--- src/mem_pkg.sv ---
// pipeline side definitions
package mem_pkg;

  // data and address width
  localparam int XLEN   = 64;
  localparam int STRB_W = XLEN / 8;

  // access opcodes with loads before stores
  typedef enum logic [3:0] {
    LB,
    LH,
    LW,
    LD,
    LBU,
    LHU,
    LWU,
    SB,
    SH,
    SW,
    SD
  } mem_op_e;

  // memory stage FSM
  typedef enum logic [1:0] {
    IDLE,  // waiting for a request
    REQ,   // request valid on the bus
    RESP   // waiting for the response
  } lsu_state_e;

endpackage

--- src/lsu_mem_stage.sv ---
// load/store memory access stage
`timescale 1ns/1ps

module lsu_mem_stage (
  input  logic                        clk,
  input  logic                        arst_n_i,
  // pipeline side
  input  logic                        req_valid_i,
  input  mem_pkg::mem_op_e            op_i,
  input  logic [mem_pkg::XLEN-1:0]    addr_i,
  input  logic [mem_pkg::XLEN-1:0]    wdata_i,
  output logic                        busy_o,
  output logic                        done_o,
  output logic                        misalign_o,
  output logic [mem_pkg::XLEN-1:0]    rdata_o,
  // write request
  output logic                        wr_valid_o,
  input  logic                        wr_ready_i,
  output logic [mem_pkg::XLEN-1:0]    wr_addr_o,
  output logic [mem_pkg::XLEN-1:0]    wr_data_o,
  output logic [mem_pkg::STRB_W-1:0]  wr_strb_o,
  // write response
  input  logic                        wb_valid_i,
  output logic                        wb_ready_o,
  // read request
  output logic                        rd_valid_o,
  input  logic                        rd_ready_i,
  output logic [mem_pkg::XLEN-1:0]    rd_addr_o,
  // read data
  input  logic                        rdata_valid_i,
  output logic                        rdata_ready_o,
  input  logic [mem_pkg::XLEN-1:0]    rdata_i
);

  mem_pkg::lsu_state_e          state_q;
  mem_pkg::mem_op_e             op_q;
  logic                         done_q;
  logic                         misalign_q;
  logic [mem_pkg::XLEN-1:0]     rdata_q;
  logic [2:0]                   off_q;
  logic [mem_pkg::XLEN-1:0]     addr_q;
  logic [mem_pkg::XLEN-1:0]     wdata_q;
  logic [mem_pkg::STRB_W-1:0]   strb_q;

  logic [mem_pkg::STRB_W-1:0]   size_mask;
  logic [2:0]                   align_mask;
  logic                         misaligned;
  logic                         accept;
  logic                         is_store_q;
  logic                         req_fire;
  logic                         resp_fire;
  logic [mem_pkg::XLEN-1:0]     ld_shift;
  logic [mem_pkg::XLEN-1:0]     ld_ext;

  // byte mask of the access size at offset zero
  always_comb begin
    case (op_i)
      mem_pkg::LB, mem_pkg::LBU, mem_pkg::SB: size_mask = 8'h01;
      mem_pkg::LH, mem_pkg::LHU, mem_pkg::SH: size_mask = 8'h03;
      mem_pkg::LW, mem_pkg::LWU, mem_pkg::SW: size_mask = 8'h0f;
      default:                                size_mask = 8'hff;
    endcase
  end

  // size minus one taken from the mask
  assign align_mask = {size_mask[7], size_mask[3], size_mask[1]};
  assign misaligned = |(addr_i[2:0] & align_mask);
  assign accept     = (state_q == mem_pkg::IDLE) && req_valid_i && !misaligned;

  assign is_store_q = op_q inside {mem_pkg::SB, mem_pkg::SH, mem_pkg::SW, mem_pkg::SD};

  assign req_fire  = (wr_valid_o && wr_ready_i) || (rd_valid_o && rd_ready_i);
  assign resp_fire = (wb_valid_i && wb_ready_o) || (rdata_valid_i && rdata_ready_o);

  always_ff @(posedge clk or negedge arst_n_i) begin
    if (!arst_n_i) begin
      state_q    <= mem_pkg::IDLE;
      op_q       <= mem_pkg::LB;
      done_q     <= 1'b0;
      misalign_q <= 1'b0;
      rdata_q    <= '0;
    end else begin
      done_q     <= 1'b0;  // single cycle pulses
      misalign_q <= 1'b0;
      case (state_q)
        mem_pkg::IDLE: begin
          if (req_valid_i && misaligned) begin
            done_q     <= 1'b1;  // never reaches the bus
            misalign_q <= 1'b1;
          end else if (accept) begin
            op_q    <= op_i;
            state_q <= mem_pkg::REQ;
          end
        end
        mem_pkg::REQ: begin
          if (req_fire) state_q <= mem_pkg::RESP;
        end
        mem_pkg::RESP: begin
          if (resp_fire) begin
            done_q  <= 1'b1;
            state_q <= mem_pkg::IDLE;
            if (!is_store_q) rdata_q <= ld_ext;
          end
        end
        default: state_q <= mem_pkg::IDLE;
      endcase
    end
  end

  // request payload shifted into its lane on accept
  always_ff @(posedge clk) begin
    if (accept) begin
      addr_q  <= addr_i;
      off_q   <= addr_i[2:0];
      wdata_q <= wdata_i << {addr_i[2:0], 3'b000};
      strb_q  <= size_mask << addr_i[2:0];
    end
  end

  // shift load data to lane zero and extend
  assign ld_shift = rdata_i >> {off_q, 3'b000};

  always_comb begin
    case (op_q)
      mem_pkg::LB:  ld_ext = {{(mem_pkg::XLEN-8){ld_shift[7]}}, ld_shift[7:0]};
      mem_pkg::LH:  ld_ext = {{(mem_pkg::XLEN-16){ld_shift[15]}}, ld_shift[15:0]};
      mem_pkg::LW:  ld_ext = {{(mem_pkg::XLEN-32){ld_shift[31]}}, ld_shift[31:0]};
      mem_pkg::LBU: ld_ext = {{(mem_pkg::XLEN-8){1'b0}}, ld_shift[7:0]};
      mem_pkg::LHU: ld_ext = {{(mem_pkg::XLEN-16){1'b0}}, ld_shift[15:0]};
      mem_pkg::LWU: ld_ext = {{(mem_pkg::XLEN-32){1'b0}}, ld_shift[31:0]};
      default:      ld_ext = ld_shift;  // LD
    endcase
  end

  assign busy_o     = (state_q != mem_pkg::IDLE);
  assign done_o     = done_q;
  assign misalign_o = misalign_q;
  assign rdata_o    = rdata_q;

  assign wr_valid_o    = (state_q == mem_pkg::REQ) && is_store_q;
  assign wr_addr_o     = addr_q;
  assign wr_data_o     = wdata_q;
  assign wr_strb_o     = strb_q;
  assign wb_ready_o    = (state_q == mem_pkg::RESP) && is_store_q;

  assign rd_valid_o    = (state_q == mem_pkg::REQ) && !is_store_q;
  assign rd_addr_o     = addr_q;
  assign rdata_ready_o = (state_q == mem_pkg::RESP) && !is_store_q;

endmodule

--- config.mk ---
export PLATFORM = sky130hd
export DESIGN_NAME = lsu_mem_stage
export DESIGN_NICKNAME = d
export VERILOG_FILES = /design/src/mem_pkg.sv /design/src/lsu_mem_stage.sv
export SDC_FILE = /design/constraint.sdc
export NUM_CORES = 1
export LEC_CHECK = 0
export BUFFER_PORTS_ARGS = -buffer_cell sky130_fd_sc_hd__buf_4
export CAP_MARGIN = 30
export CELL_PAD_IN_SITES_DETAIL_PLACEMENT = 0
export CELL_PAD_IN_SITES_GLOBAL_PLACEMENT = 2
export CORE_MARGIN = 3
export CORE_UTILIZATION = 24
export DETAILED_ROUTE_END_ITERATION = 8
export PLACE_DENSITY = 0.72
export SLEW_MARGIN = 20
export SYNTH_ARGS = -nofsm -noshare
export SYNTH_HDL_FRONTEND = slang
export SYNTH_SLANG_ARGS = --single-unit
export TNS_END_PERCENT = 50
--- constraint.sdc ---
create_clock -name clk -period 11.7 [get_ports clk]
set_input_delay 0 -clock clk [delete_from_list [all_inputs] [get_ports clk]]
set_output_delay 0 -clock clk [all_outputs]
set_load 0.02 [all_outputs]
; ---- Word level (Yosys, flattened, before mapping)
; Memory sizes are Yosys's and may differ from the RTL's.
; Index checks and enable logic that the tools add are counted.
[op_classes]
eq_ne = 15
shift = 3
n_mux = 10
bitwise = 3
reduce_logical = 23
[op_table]
columns = cell, n
row1 = case mux 64 bit (6 select lines), 1
row2 = left shift 64 x 6 -> 64 bit, 1
row3 = >> shifter 64 x 6 -> 64 bit, 1
row4 = "equality test 4 x 3 -> 1 bit, second input constant", 4
row5 = "equality test 4 bit, second input constant", 3
row6 = logical AND 1 bit, 11
row7 = 2-to-1 mux 2 bit, 4
row8 = "!= test 2 bit, second input constant", 4
row9 = left shift 8 x 3 -> 8 bit, 1
row10 = case mux 2 bit (3 select lines), 1
row11 = AND reduction 3 bit, 2
row12 = "equality test 4 x 1 -> 1 bit, second input constant", 1
row13 = "equality test 4 x 2 -> 1 bit, second input constant", 1
row14 = logical NOT 4 bit, 1
row15 = AND reduction 4 bit, 1
row16 = nonzero test 4 bit, 1
row17 = AND 3 bit, 1
row18 = 2-to-1 mux 1 bit, 3
row19 = OR reduction 3 bit, 1
row20 = "equality test 2 x 1 -> 1 bit, second input constant", 1
row21 = "equality test 2 bit, second input constant", 1
row22 = logical NOT 1 bit, 2
row23 = logical NOT 2 bit, 1
row24 = logical OR 1 bit, 2
row25 = other kinds (3), 4
[totals]
regBits = 211
mem_bits_ro = 112
in_bits = 203
output_inout_bits = 271
word_cells = 64
memories = 1
[memory_table]
columns = memory, words, width, rd, rd_clocked_by_memory_dff, wr, line_no
row1 = (no name shown), 16, 7, 1, 0, 0, lsu_mem_stage.sv:57  ; case (op_i)

; ---- Depth between registers and ports, before layout
[depth]
depth_word = 8
ltp_mapped = 9
mapped_depth_nobuf = 7

; ---- Worst setup path after synthesis
; OpenSTA, ideal clock, no wires.
[synth_path]
path_type = input to register
start = input op_i[0]
end = register off_q[0] (enable)
setup_time_ps = 488
t_arrival_ps = 3994
required_ps = 11212
path_slack_ps = 7218
cell_stages = 7
n_path_buf = 1
cell_sequence = inv_1 > ha_1 > a211o_1 > a221o_1 > or2_1 > clkbuf_1 > inv_1
[synth_via]
elab_chain_cells = 5
[synth_lines]
columns = element, line_no
row1 = "start, declared", lsu_mem_stage.sv:9  ; input mem_pkg::mem_op_e op_i,
row2 = memory (16 x 7 bit), -
row3 = AND 3 bit, lsu_mem_stage.sv:67  ; assign misaligned = |(addr_i[2:0] & align_mask);
row4 = OR reduction 3 bit, lsu_mem_stage.sv:67
row5 = logical NOT 1 bit, lsu_mem_stage.sv:68  ; assign accept = (state_q == mem_pkg::IDLE) && req_valid_i && !misaligned;
row6 = logical AND 1 bit, lsu_mem_stage.sv:68
row7 = via accept, lsu_mem_stage.sv:48  ; logic accept;
row8 = "end signal, assigned", lsu_mem_stage.sv:114  ; off_q <= addr_i[2:0];
row9 = "end, declared", lsu_mem_stage.sv:40  ; logic [2:0] off_q;
; The timed path passes the listed nets, and every way through them passes these cells.
; A chain may end at the register's enable or synchronous reset.

; ---- Worst setup path after layout
[layout_path]
start = input op_i[0]
end = register addr_q (netlist bit rd_addr_o[7]) (enable)
[layout_via]
elab_chain_cells = 5
[layout_lines]
columns = element, line_no
row1 = memory (16 x 7 bit), -
row2 = AND 3 bit, lsu_mem_stage.sv:67
row3 = OR reduction 3 bit, lsu_mem_stage.sv:67
row4 = logical NOT 1 bit, lsu_mem_stage.sv:68
row5 = logical AND 1 bit, lsu_mem_stage.sv:68
row6 = via accept, lsu_mem_stage.sv:48
row7 = "end signal, assigned", lsu_mem_stage.sv:113  ; addr_q <= addr_i;
row8 = "end, declared", lsu_mem_stage.sv:41  ; logic [mem_pkg::XLEN-1:0] addr_q;
; The timed path passes the listed nets, and every way through them passes these cells.

==> impl_results.md <==
* CP max-delay cell: buf_4
* Initial core utilization at 0.245
* Setup ws final at 8.34 ns
* Post-DP HPWL at around 34,000 µm
* Maximum fanout along the worst path at slightly below 70
* Root Driver: clkbuf_16
* Crit path buffers/inverters at 5
* Kind of critical path: in2reg
* Die Footprint at 0.0508 mm²
* Mapped Area at 0.0115 mm²
* Top Ports at 474
* Hold Path Origin: wdata_i[50]
* Port Buffer Count at between 400 and 500
* Type of element launching the critical path: input port
* First-pass GRT wire length at 66,600 µm
* Die width at 225 µm
* Final Util at 0.385
* Layout cell share with drive strength beyond 1 at 0.374
* Ys Warns at 0
* Initial antenna violation count at 4
* CTS tree: yes
* TritonRoute pass-1 iters at 4
* CTS H-tree lvls at 1
* Post-synthesis average cell area at 11.0 µm²
* Routed vias/inst at 4.55
* FP Rows at a little under 80
* Pre-CTS setup slack at 8.35 ns
* Status: complete, no violations
* Sequential share of the synthesized area at 0.510
* Worst slew margin at 0.367
* DRC at 0
* Max Clock Skew at approximately 0.016 ns
* Peak supply drop at 0.0805 mV
* Tmin final at between 3 and 4 ns
* Leak pwr at 7.80 nW
* Synth-to-layout area growth at 56.7%
* PD cells at 181 mW/mm²
* Final worst-path cycle share at 0.287
* Register area at 0.00589 mm²
* Clock latency at the later pin of the worst-skew pair at between 0.5 and 0.6 ns
* Worst path cell trace: dlygate4sd3_1, buf_4, inv_1, ha_1, a211o_1, a221o_1, or2_1, inv_6, buf_4
* Total gr overflow at 0
* ANT nets after route at 0
* Clock Sinks at 208
* Clock tree buffer depth at 3
* Slew @ Worst Pin at about 0.95 ns
* Number of instances in the placed design at 2,001
* Total CTS buffers at 26
* Non-filler cells, final at 2,244
* Vias at just over 10,000
* Most frequent cell after synthesis: edfxtp_1
* Achievable clock frequency at approximately 300 MHz
* Critical Path AT at 3.52 ns
* NumNets Final at roughly 1,800
* Worst R2R Start: off_q[0]$_DFFE_PP_
* Drt wl/cell at ~20 µm
* Vias in the first global route at 10,444
* WL final at 46,200 µm
* CP top delay family: buffers and inverters
* Yosys top cell area share at 0.354
* Final setup viols at 0
* Crit path from: op_i[0]
* Gpl congestion at 0.839
* Max Transition Viols Final at 0
* Cells after Synth at 1,053
* Synthesis-stage register bit count at 208
* Post-synth EDFFs at 136
* Async SR Flop Fraction at 0.346
* Max-Cap Viols at 0
* Crit end category: register
* Largest stage delay, worst path at 0.77 ns
* Multi-input gate area at between 0.004 and 0.005 mm²
* Post-CTS sizing at 0
* Tot GR Track Use at 0.173
* Commonest cells in the netlist: edfxtp_1, mux2i_1, nor2_1
* RSZ-0062 raised after global routing: no
* Post-synth cell types at 53
* Post-Syn Nets at 1,259
* Detailed Route Iter0 Violations at 553
* Fill count at 4,629
* Post-synth top flop: edfxtp_1
* Core Area at 0.0471 mm²
* Critical Path Most Common Cell: buf_4
* Critical Path RT at 11.86 ns
* Synth top area cells: edfxtp_1, dfrtp_1, mux2i_1
* Worst hold path type: in2reg
* Die height at 225 µm
* Largest net degree at the start of global routing at 79
* Synth area leader: edfxtp_1
* Final Hold Fails at 0
* CTS clk-pin slew, worst paths at 0.06 ns
* TNS Setup at 0 ns
-- cell type report --
cell class / instances / area share
clock inverters: 15 / 0.0145
repair buffers: 679 / 0.311
clock buffers: 32 / 0.0389
diodes: 2 / 0.000277
flip-flops and latches: 208 / 0.325
well taps: 607 / 0.0420
multi-input cells: 693 / 0.266
inverters: 8 / 0.00194
-- layer usage --
metal | vias to the layer above | share of wire | GRT usage
met2 | 276 | 0.50 | 0.300
met3 | 68 | 0.060 | 0.0404
li1 | 4895 | - | -
met1 | 4970 | 0.41 | 0.216
met5 | - | 0.00058 | 0
met4 | 4 | 0.023 | 0.0455
-- worst register-to-register path, cell delays in order (launching register included) --
cell and delay, ns:
edfxtp_1 0.58, buf_4 0.36, buf_16 0.33, mux2i_1 0.24
dlygate4sd3_1 0.56, a2bb2oi_1 0.14, dlygate4sd3_1 0.56, a31oi_1 0.08
-- state kept, by name, summed over array words and instances (netlist names) --
register	flops
wr_data_o	64
op_q	4
done_o	1
off_q	2
rd_addr_o	62
misalign_o	1
wr_strb_o	8
rdata_o	64
state_q	2
-- worst paths after layout --
| kind | cells past startpoint | endpoint | slack (ns) |
|---|---|---|---|
| worst max register to register | 7 | rdata_o[19]$_DFFE_PN0P_ | 8.69 |
| worst min register to register | 2 | rdata_o[8]$_DFFE_PN0P_ | 0.49 |
| worst min-delay path | 4 | wr_data_o[50]$_DFFE_PP_ | 0.02 |
| min in group asynchronous | 4 | rdata_o[48]$_DFFE_PN0P_ | 0.52 |
| worst max-delay path | 9 | rd_addr_o[7]$_DFFE_PP_ | 8.34 |
| max in group asynchronous | 4 | misalign_o$_DFF_PN0_ | 10.88 |
-- metrics by stage --
stage | area [µm²] | hold slack, ns | power, mW
floorplan | 11500 | -0.296 | 1.79
detailed placement | 15100 | -0.0333 | 2.32
finish | 18100 | 0.0216 | 3.28
global placement | 15100 | 0.178 | 2.31
CTS | 18000 | 0.000136 | 3.31
global route | 18100 | 0.0117 | 3.45
-- timing repair --
item	CTS	global route
setup buffers	0	0
hold buffers	192	0
hold endpoints to repair	241	0
-- power by group --
group	leakage, nW	total (mW)	internal (mW)	switching (mW)
sequential	2.11	1.10	0.982	0.123
clock	0.470	0.908	0.579	0.329
combinational	5.21	1.26	0.533	0.732
-- cell families after synthesis --
family / Yosys count / share of synthesized area
and+or+nand+nor: 280 / 0.111
DFF: 208 / 0.510
AOI/OAI and AO/OA: 239 / 0.134
muxes: 171 / 0.167
adders and majority gates: 3 / 0.00325
buffers and inverters: 152 / 0.0750
-- cell usage in the layout (no fill, tap or decap), drive strengths merged, types with 14 or more instances in the layout --
| cell type | n |
|---|---|
| buf | 488 |
| dlygate4sd3 | 191 |
| edfxtp | 136 |
| mux2i | 132 |
| nor2 | 110 |
| a21oi | 83 |
| nand2 | 78 |
| dfrtp | 72 |
| o21ai | 61 |
| nor2b | 39 |
| clkbuf | 32 |
| a31oi | 25 |
| mux2 | 25 |
| a211oi | 24 |
| o22ai | 17 |
| nand2b | 14 |
| mux4 | 14 |
(Power assumes the default switching activity.)
